--- src/design/cm_settings.svh ---
`ifndef CM_SETTINGS_SVH
`define CM_SETTINGS_SVH

// Number of cores offering child tasks
`define CM_N_SI 4

// Parent slots in the commit queue, as log2
`define CM_LOG_CQ_SLOTS 2

// Children tracked per parent, as log2
`define CM_LOG_CHILDREN 2

// Location and task field widths
`define CM_TILE_W 2
`define CM_TQ_SLOT_W 4
`define CM_EPOCH_W 8
`define CM_TS_W 16

`endif

--- src/design/cm_task_pkg.sv ---
`default_nettype none

`include "cm_settings.svh"

package cm_task_pkg;

   typedef logic [`CM_LOG_CQ_SLOTS-1:0] cq_slot_t;
   // One extra bit so a full child count fits
   typedef logic [`CM_LOG_CHILDREN:0]   child_id_t;

   typedef logic [`CM_TILE_W-1:0]       tile_id_t;
   typedef logic [`CM_TQ_SLOT_W-1:0]    tq_slot_t;
   typedef logic [`CM_EPOCH_W-1:0]      epoch_t;
   typedef logic [`CM_TS_W-1:0]         ts_t;

   typedef struct packed {
      ts_t         ts;
      logic [15:0] payload;
   } task_t;

   // Where an acknowledged child lives
   typedef struct packed {
      tile_id_t tile;
      tq_slot_t tq_slot;
      epoch_t   epoch;
   } child_loc_t;

   typedef struct packed {
      cq_slot_t  cq_slot;
      child_id_t child_id;
   } child_ref_t;

endpackage

`default_nettype wire

--- src/design/cm_track_pkg.sv ---
`default_nettype none

package cm_track_pkg;

   // Life of one child entry
   typedef enum logic [1:0] {
      EMPTY,
      SENT,
      ACKED,
      FINALIZED
   } child_state_e;

   // Abort walk
   typedef enum logic [1:0] {
      IDLE,
      WALK,
      DRAIN,
      ACK
   } walk_state_e;

   typedef struct packed {
      child_state_e            state;
      cm_task_pkg::child_loc_t loc;
   } child_entry_t;

endpackage

`default_nettype wire

--- src/design/abort_walker.sv ---
`default_nettype none

module abort_walker (
   input  wire logic                        clk,
   input  wire logic                        rstn,
   input  wire logic                        cq_abort_valid,
   input  wire cm_task_pkg::cq_slot_t       cq_abort_slot,
   input  wire cm_task_pkg::child_id_t      cq_abort_count,
   output logic                             cq_abort_ready,
   output cm_task_pkg::child_ref_t          rd_ref,
   input  wire cm_track_pkg::child_entry_t  rd_entry,
   output logic                             abort_child_valid,
   output cm_task_pkg::child_loc_t          abort_child_loc,
   output cm_task_pkg::child_ref_t          abort_child_ref,
   input  wire logic                        abort_child_ready,
   input  wire logic                        abort_resp_valid,
   output logic                             fin_write,
   output cm_task_pkg::child_ref_t          fin_ref,
   output logic                             abort_ack_valid,
   output cm_task_pkg::cq_slot_t            abort_ack_slot,
   input  wire logic                        abort_ack_ready
);
   import cm_task_pkg::*;
   import cm_track_pkg::*;

   walk_state_e state_q;
   cq_slot_t    slot_q;
   child_id_t   count_q;
   child_id_t   cur_q;
   child_id_t   next_child;
   child_id_t   outstanding_q;
   logic        advance;
   logic        child_sent;

   assign cq_abort_ready = (state_q == IDLE);
   assign rd_ref         = '{cq_slot: slot_q, child_id: cur_q};
   assign next_child     = cur_q + 1'b1;

   // Decide what to do with the child under the pointer
   always_comb begin
      advance           = 1'b0;
      abort_child_valid = 1'b0;
      fin_write         = 1'b0;
      if (state_q == WALK) begin
         unique case (rd_entry.state)
            ACKED: begin
               abort_child_valid = 1'b1;
               advance           = abort_child_ready;
               fin_write         = abort_child_ready;
            end
            // Still in flight, wait for the task buffer response
            SENT:    advance = 1'b0;
            default: advance = 1'b1;
         endcase
      end
   end

   assign child_sent      = abort_child_valid && abort_child_ready;
   assign abort_child_loc = rd_entry.loc;
   assign abort_child_ref = rd_ref;
   assign fin_ref         = rd_ref;

   always_ff @(posedge clk) begin
      if (!rstn) begin
         state_q <= IDLE;
         cur_q   <= '0;
      end else begin
         unique case (state_q)
            IDLE: begin
               if (cq_abort_valid) begin
                  cur_q   <= '0;
                  // Zero children passes through DRAIN straight to ACK
                  state_q <= (cq_abort_count == '0) ? DRAIN : WALK;
               end
            end
            WALK: begin
               if (advance) begin
                  cur_q <= next_child;
                  if (next_child == count_q) begin
                     state_q <= DRAIN;
                  end
               end
            end
            DRAIN: begin
               if (outstanding_q == '0) begin
                  state_q <= ACK;
               end
            end
            ACK: begin
               if (abort_ack_ready) begin
                  state_q <= IDLE;
               end
            end
            default: state_q <= IDLE;
         endcase
      end
   end

   always_ff @(posedge clk) begin
      if (cq_abort_valid && cq_abort_ready) begin
         slot_q  <= cq_abort_slot;
         count_q <= cq_abort_count;
      end
   end

   // Tile responses still owed for this walk
   always_ff @(posedge clk) begin
      if (!rstn) begin
         outstanding_q <= '0;
      end else if (child_sent && !abort_resp_valid) begin
         outstanding_q <= outstanding_q + 1'b1;
      end else if (abort_resp_valid && !child_sent) begin
         outstanding_q <= outstanding_q - 1'b1;
      end
   end

   assign abort_ack_valid = (state_q == ACK);
   assign abort_ack_slot  = slot_q;

endmodule

`default_nettype wire

--- src/design/child_manager.sv ---
`default_nettype none

`include "cm_settings.svh"

module child_manager (
   input  wire logic                                    clk,
   input  wire logic                                    rstn,
   input  wire logic                   [`CM_N_SI-1:0] s_wvalid,
   output logic                        [`CM_N_SI-1:0] s_wready,
   input  wire cm_task_pkg::task_t      [`CM_N_SI-1:0] s_wdata,
   input  wire logic                   [`CM_N_SI-1:0] s_enq_untied,
   input  wire cm_task_pkg::child_ref_t [`CM_N_SI-1:0] s_ref,
   output logic                                         task_enq_valid,
   input  wire logic                                    task_enq_ready,
   output cm_task_pkg::task_t                           task_enq_data,
   output logic                                         task_enq_tied,
   output cm_task_pkg::child_ref_t                      task_enq_ref,
   input  wire logic                                    task_enq_only_untied,
   input  wire logic                                    task_resp_valid,
   output logic                                         task_resp_ready,
   input  wire cm_task_pkg::child_ref_t                 task_resp_ref,
   input  wire cm_task_pkg::child_loc_t                 task_resp_loc,
   input  wire logic                                    cq_abort_valid,
   output logic                                         cq_abort_ready,
   input  wire cm_task_pkg::cq_slot_t                   cq_abort_slot,
   input  wire cm_task_pkg::child_id_t                  cq_abort_count,
   output logic                                         abort_child_valid,
   input  wire logic                                    abort_child_ready,
   output cm_task_pkg::child_loc_t                      abort_child_loc,
   output cm_task_pkg::child_ref_t                      abort_child_ref,
   input  wire logic                                    abort_resp_valid,
   output logic                                         abort_resp_ready,
   output logic                                         abort_ack_valid,
   input  wire logic                                    abort_ack_ready,
   output cm_task_pkg::cq_slot_t                        abort_ack_slot
);
   import cm_task_pkg::*;
   import cm_track_pkg::*;

   logic         enq_write;
   child_ref_t   enq_write_ref;
   logic         enq_write_tied;
   child_ref_t   rd_ref;
   child_entry_t rd_entry;
   logic         fin_write;
   child_ref_t   fin_ref;

   // Every response is taken as it arrives
   assign task_resp_ready  = 1'b1;
   assign abort_resp_ready = 1'b1;

   enq_arbiter u_enq_arbiter (
      .clk                  (clk),
      .rstn                 (rstn),
      .s_wvalid             (s_wvalid),
      .s_wdata              (s_wdata),
      .s_enq_untied         (s_enq_untied),
      .s_ref                (s_ref),
      .s_wready             (s_wready),
      .task_enq_only_untied (task_enq_only_untied),
      .task_enq_ready       (task_enq_ready),
      .task_enq_valid       (task_enq_valid),
      .task_enq_data        (task_enq_data),
      .task_enq_tied        (task_enq_tied),
      .task_enq_ref         (task_enq_ref),
      .enq_write            (enq_write),
      .enq_write_ref        (enq_write_ref),
      .enq_write_tied       (enq_write_tied)
   );

   child_table u_child_table (
      .clk             (clk),
      .rstn            (rstn),
      .enq_write       (enq_write),
      .enq_write_ref   (enq_write_ref),
      .enq_write_tied  (enq_write_tied),
      .task_resp_valid (task_resp_valid),
      .task_resp_ref   (task_resp_ref),
      .task_resp_loc   (task_resp_loc),
      .fin_write       (fin_write),
      .fin_ref         (fin_ref),
      .rd_ref          (rd_ref),
      .rd_entry        (rd_entry)
   );

   abort_walker u_abort_walker (
      .clk               (clk),
      .rstn              (rstn),
      .cq_abort_valid    (cq_abort_valid),
      .cq_abort_slot     (cq_abort_slot),
      .cq_abort_count    (cq_abort_count),
      .cq_abort_ready    (cq_abort_ready),
      .rd_ref            (rd_ref),
      .rd_entry          (rd_entry),
      .abort_child_valid (abort_child_valid),
      .abort_child_loc   (abort_child_loc),
      .abort_child_ref   (abort_child_ref),
      .abort_child_ready (abort_child_ready),
      .abort_resp_valid  (abort_resp_valid),
      .fin_write         (fin_write),
      .fin_ref           (fin_ref),
      .abort_ack_valid   (abort_ack_valid),
      .abort_ack_slot    (abort_ack_slot),
      .abort_ack_ready   (abort_ack_ready)
   );

endmodule

`default_nettype wire

--- src/design/child_table.sv ---
`default_nettype none

`include "cm_settings.svh"

module child_table (
   input  wire logic                    clk,
   input  wire logic                    rstn,
   input  wire logic                    enq_write,
   input  wire cm_task_pkg::child_ref_t enq_write_ref,
   input  wire logic                    enq_write_tied,
   input  wire logic                    task_resp_valid,
   input  wire cm_task_pkg::child_ref_t task_resp_ref,
   input  wire cm_task_pkg::child_loc_t task_resp_loc,
   input  wire logic                    fin_write,
   input  wire cm_task_pkg::child_ref_t fin_ref,
   input  wire cm_task_pkg::child_ref_t rd_ref,
   output cm_track_pkg::child_entry_t   rd_entry
);
   import cm_task_pkg::*;
   import cm_track_pkg::*;

   localparam int IDX_W     = `CM_LOG_CQ_SLOTS + `CM_LOG_CHILDREN;
   localparam int N_ENTRIES = 1 << IDX_W;

   child_state_e state_q [N_ENTRIES];
   child_loc_t   loc_q   [N_ENTRIES];

   // Entry index is the parent slot followed by the child index
   function automatic logic [IDX_W-1:0] entry_idx(input child_ref_t r);
      return {r.cq_slot, r.child_id[`CM_LOG_CHILDREN-1:0]};
   endfunction

   // The three writers never hit the same entry in one cycle
   always_ff @(posedge clk) begin
      if (!rstn) begin
         for (int i = 0; i < N_ENTRIES; i++) begin
            state_q[i] <= EMPTY;
         end
      end else begin
         // Untied children get no response, so they are not tracked
         if (enq_write && enq_write_tied) begin
            state_q[entry_idx(enq_write_ref)] <= SENT;
         end
         if (task_resp_valid) begin
            state_q[entry_idx(task_resp_ref)] <= ACKED;
         end
         if (fin_write) begin
            state_q[entry_idx(fin_ref)] <= FINALIZED;
         end
      end
   end

   always_ff @(posedge clk) begin
      if (task_resp_valid) begin
         loc_q[entry_idx(task_resp_ref)] <= task_resp_loc;
      end
   end

   always_comb begin
      rd_entry.state = state_q[entry_idx(rd_ref)];
      rd_entry.loc   = loc_q[entry_idx(rd_ref)];
   end

endmodule

`default_nettype wire

--- src/design/enq_arbiter.sv ---
`default_nettype none

`include "cm_settings.svh"

module enq_arbiter (
   input  wire logic                                    clk,
   input  wire logic                                    rstn,
   input  wire logic                   [`CM_N_SI-1:0] s_wvalid,
   input  wire cm_task_pkg::task_t      [`CM_N_SI-1:0] s_wdata,
   input  wire logic                   [`CM_N_SI-1:0] s_enq_untied,
   input  wire cm_task_pkg::child_ref_t [`CM_N_SI-1:0] s_ref,
   output logic                        [`CM_N_SI-1:0] s_wready,
   input  wire logic                                    task_enq_only_untied,
   input  wire logic                                    task_enq_ready,
   output logic                                         task_enq_valid,
   output cm_task_pkg::task_t                           task_enq_data,
   output logic                                         task_enq_tied,
   output cm_task_pkg::child_ref_t                      task_enq_ref,
   output logic                                         enq_write,
   output cm_task_pkg::child_ref_t                      enq_write_ref,
   output logic                                         enq_write_tied
);
   import cm_task_pkg::*;

   localparam int SEL_W = (`CM_N_SI > 1) ? $clog2(`CM_N_SI) : 1;

   logic [`CM_N_SI-1:0] untied_req;
   logic [SEL_W-1:0]    sel_untied;
   logic [SEL_W-1:0]    sel_any;
   logic [SEL_W-1:0]    sel;
   logic                any_untied;
   logic                any_req;
   logic                can_load;
   logic                accept;

   assign untied_req = s_wvalid & s_enq_untied;

   // Lowest index wins; scanning downward leaves the lowest hit last
   always_comb begin
      sel_untied = '0;
      sel_any    = '0;
      any_untied = 1'b0;
      any_req    = 1'b0;
      for (int i = `CM_N_SI - 1; i >= 0; i--) begin
         if (untied_req[i]) begin
            sel_untied = SEL_W'(i);
            any_untied = 1'b1;
         end
         if (s_wvalid[i]) begin
            sel_any = SEL_W'(i);
            any_req = 1'b1;
         end
      end
   end

   // Output register is free when empty or handing over this cycle
   assign can_load = !task_enq_valid || task_enq_ready;
   assign sel      = any_untied ? sel_untied : sel_any;
   assign accept   = can_load && (any_untied || (any_req && !task_enq_only_untied));

   always_comb begin
      s_wready      = '0;
      s_wready[sel] = accept;
   end

   // Table sees the acceptance in the same cycle
   assign enq_write      = accept;
   assign enq_write_ref  = s_ref[sel];
   assign enq_write_tied = !s_enq_untied[sel];

   always_ff @(posedge clk) begin
      if (!rstn) begin
         task_enq_valid <= 1'b0;
      end else if (accept) begin
         task_enq_valid <= 1'b1;
      end else if (task_enq_ready) begin
         task_enq_valid <= 1'b0;
      end
   end

   always_ff @(posedge clk) begin
      if (accept) begin
         task_enq_data <= s_wdata[sel];
         task_enq_tied <= !s_enq_untied[sel];
         task_enq_ref  <= s_ref[sel];
      end
   end

endmodule

`default_nettype wire

--- config.mk ---
export PLATFORM = sky130hd
export DESIGN_NAME = child_manager
export DESIGN_NICKNAME = d
export VERILOG_FILES = /design/src/design/cm_task_pkg.sv /design/src/design/cm_track_pkg.sv /design/src/design/abort_walker.sv /design/src/design/child_manager.sv /design/src/design/child_table.sv /design/src/design/enq_arbiter.sv
export VERILOG_INCLUDE_DIRS = /design/src /design/src/design
export SDC_FILE = /design/constraint.sdc
export NUM_CORES = 1
export LEC_CHECK = 0
export BUFFER_PORTS_ARGS = -buffer_cell sky130_fd_sc_hd__buf_2
export CAP_MARGIN = 30
export CORE_UTILIZATION = 33
export CTS_BUF_LIST = sky130_fd_sc_hd__clkbuf_16
export DETAILED_ROUTE_END_ITERATION = 12
export GPL_TIMING_DRIVEN = 0
export PLACE_DENSITY_LB_ADDON = 0.08
export SLEW_MARGIN = 15
export SYNTH_ARGS = -nofsm -noshare
export SYNTH_HDL_FRONTEND = slang
export SYNTH_SLANG_ARGS = --single-unit
--- constraint.sdc ---
create_clock -name clk -period 4.1 [get_ports clk]
set_input_delay 0.41 -clock clk [delete_from_list [all_inputs] [get_ports clk]]
set_output_delay 0.41 -clock clk [all_outputs]
set_load 0.02 [all_outputs]
==> flow_summary.yaml <==
run_status:
  outcome: "finished, final reports clean"
sta:
  rsz0062_at_grt: "no"
  setup_viol: 0
  totalNegativeSetupSlack_ps: 0
  timing.max_slew.rel_slack_pct: 34.1
  final_min_period_over_clock_period_pct: 95.3
  final_max_slew_viol_count: 0
  clock.fmax_ghz: 0.256
  fin_worst_skew_ps: 8.73
  post-route-min-period_ps: 3910
  finalHoldWorstSlack_ps: 73.0
  report.final.hold_viol_count: 0
  timing_worst_slew_pin_value_ps: 988
  final_critical_path_setup_slack_ps: 192
pwr:
  power_per_cell_area_nw_per_um2: 475
  power.static_leakage_nw: 6.29
  ir_worst_vdd_v: 0.000224
  power.total_mw: 8.10
die:
  cell_row_count: 74
  die_height_um: 206
  ioPinCount: 258
  core_area_um2: 40900
  die_area_um2: 42500
  initial_standard_cell_utilization_of_the_core_pct: 33.6
  die_width_um: 206
synth:
  synth_top_family_by_area: "multiplexers"
  synth_sequential_area_ratio_pct: 64.3
  yosys_most_used_dff: "edfxtp_1"
  syn_avg_cell_area_um2: 14.4
  synth_compound_gate_area_share_pct: 8.00
  synth_xor_area_share_pct: 0.382
  synthAdderAreaFrac_pct: 0.965
  synth.mux.area_fraction_pct: 13.5
  synthCells: 954
  synth.lib_cells_used.distinct: 74
  synth.ff_latch_count: 308
  mappedNetlistArea_um2: 13800
  postSynth.asyncResetShare_pct: 0
  synth_enable_flop_cells: 267
  synth_simple_gate_area_share_pct: 10.4
  yosysWarnings: 0
worst_setup_path:
  crit_slowest_cell: "dfxtp_1"
  cp_top_family: "simple AND/OR/NAND/NOR gates"
  start_kind: "register"
  cp.required_ps: 4540
  cp_max_fo: 19
  cell_chain_of_the_critical_path: "buf_4, mux4_2, mux2i_1, mux2_2, nand2b_4, nor2_1, ha_1, inv_1, fa_1, xor2_1, or3_1, a21oi_1"
  criticalPathCategory: "reg -> reg"
  critical_path_arrival_ps: 4350
  total_buffers_and_inverters_traversed_by_the_critical_path: 2
  timing.critical_path.to_type: "register"
  crit_path_max_incr_delay_ps: 600
route:
  drtIter0Drc: 515
  detail_route.drc_violations: 0
  detailroute.via_count: 9437
  drt_wl_total_um: 41500
  number_of_nets_still_failing_antenna_checks_after_routing: 0
  drt-pass1-iter-count: 4
  drt-wirelength-per-cell_um: 22.8
  via_per_inst: 5.17
grt:
  pin_count_of_the_biggest_net_entering_global_routing: 25
  grt.total_usage_pct: 19.5
  global_route_overflow: 0
  antenna_violations_before_repair: 10
  grt_pass1_wl_um: 60800
  grt_pass1_vias: 9597
place:
  finalWeightedCongestion: 0.836
  place.detailed.hpwl_um: 29500
  pre_cts_ws_ps: 169
  buffer_ports.inserted: 250
  dpl-instance-area_um2: 15900
  place_inst: 1752
finish:
  finish.cell_count_without_fillers: 1824
  area_growth_pct: 23.9
  final_common_cell: "edfxtp_1"
  fin_nets: 1457
  drive_above_1_share_pct: 34.8
  fillerInstances: 3911
  most-common-layout-cells: "edfxtp_1, buf_2, nand2_1"
  fin_area_um2: 17000
  layout.core_utilization_pct: 41.6
clock_tree:
  tritoncts.num_buffers: 36
  clk_pin_slew_worst_paths_ps: 60
  cts_tree: "yes"
  cts.sinks: 308
  postCtsResizedCells: 0
  worst_skew_pair_latency_ps: 520
  cts_htree_levels: 2
  clk_path_buf_depth: 3
  clock_tree.root_cell: "clkbuf_16"
job:
  max-cap-violations: 0
min_path:
  holdCritPathClass: "in -> reg"
==> kinds of logic (layout without fill, tap and decap cells) <==
group / count (synthesis) / after routing
other cells: 1 / 8
flops: 308 / 308
xor+xnor: 6 / 6
simple gates: 313 / 313
buf+inv: 78 / 409
compound gates: 152 / 152
mux: 86 / 86
fa+ha+maj: 10 / 10
==> power breakdown <==
part	leakage [nW]	internal [mW]	total, mW	switching (mW)
Combinational	2.93	0.626	1.56	0.929
Clock	0.577	1.67	2.92	1.25
Sequential	2.78	3.57	3.63	0.0556
==> final cells by class <==
class / instances / area (µm²) / share of cell area, %
Antenna cell: 6 / 15.0 / 0.0881
Buffer: 61 / 279 / 1.64
Clock buffer: 36 / 901 / 5.29
Clock inverter: 30 / 181 / 1.06
Inverter: 16 / 60.1 / 0.352
Multi-Input combinational cell: 569 / 4670 / 27.4
Sequential cell: 308 / 8840 / 51.9
Tap cell: 532 / 666 / 3.91
Timing Repair Buffer: 266 / 1430 / 8.41
==> final timing paths <==
path | startpoint | endpoint | slack (ps) | depth (start not counted)
max | u_abort_walker.cur_q[1] | u_abort_walker.outstanding_q[2] | 190 | 12
min | cq_abort_slot[1] | u_abort_walker.abort_ack_slot[1] | 70 | 1
max reg2reg | u_abort_walker.cur_q[1] | u_abort_walker.outstanding_q[2] | 190 | 12
min reg2reg | u_child_table.state_q[14][1] | u_child_table.state_q[14][1] | 460 | 2
==> worst reg2reg max path, stage by stage, from the launching register on <==
cell and delay [ps]:
dfxtp_1 600, buf_4 440, mux4_2 370, mux2i_1 200, mux2_2 270, nand2b_4 100
nor2_1 500, ha_1 310, inv_1 60, fa_1 370, xor2_1 180, or3_1 310
a21oi_1 140
==> registers in the layout, indices dropped and copies added (netlist names) <==
name / count
u_abort_walker.state_q: 2
u_abort_walker.outstanding_q: 3
u_enq_arbiter.task_enq_ref: 5
u_child_table.state_q: 32
u_enq_arbiter.task_enq_valid: 1
u_enq_arbiter.task_enq_tied: 1
u_abort_walker.abort_ack_slot: 2
u_abort_walker.cur_q: 3
u_enq_arbiter.task_enq_data: 32
u_child_table.loc_q: 224
u_abort_walker.count_q: 3
==> synthesized netlist by cell type, types with 3 or more instances <==
library cell	n	share of area [%]
and3_1	37	1.7
clkbuf_1	36	0.98
or3_1	3	0.14
dfxtp_1	41	6.0
buf_4	8	0.44
nand3_1	17	0.62
inv_1	15	0.41
a31oi_1	41	1.9
a211o_1	3	0.19
o2bb2ai_1	3	0.19
nand2b_1	5	0.23
edfxtp_1	267	58
buf_1	8	0.22
o31ai_1	15	0.82
o21ai_0	17	0.62
mux4_2	78	13
a32o_1	7	0.51
mux2i_1	6	0.44
nor2_1	30	0.82
buf_2	9	0.33
a21oi_1	25	0.91
nor4_1	4	0.18
a21o_1	7	0.38
nor3_1	14	0.51
xor2_1	4	0.25
ha_1	9	0.82
and2_1	5	0.23
nand2_1	179	4.9
==> per-layer routing <==
layer / track usage, % / share of wire [%]
met1: 25.6 / 43
met2: 33.2 / 50
met3: 3.50 / 5.0
met4: 5.04 / 1.9
met5: 0 / 0.12
==> what timing repair did <==
action | in CTS | in global routing
setup endpoints to repair | 7 | 0
hold buffers | 0 | 0
setup buffers | 0 | 0
endpoints found under the hold margin | 0 | 0
No activity file was read; power rests on OpenSTA's default activity.
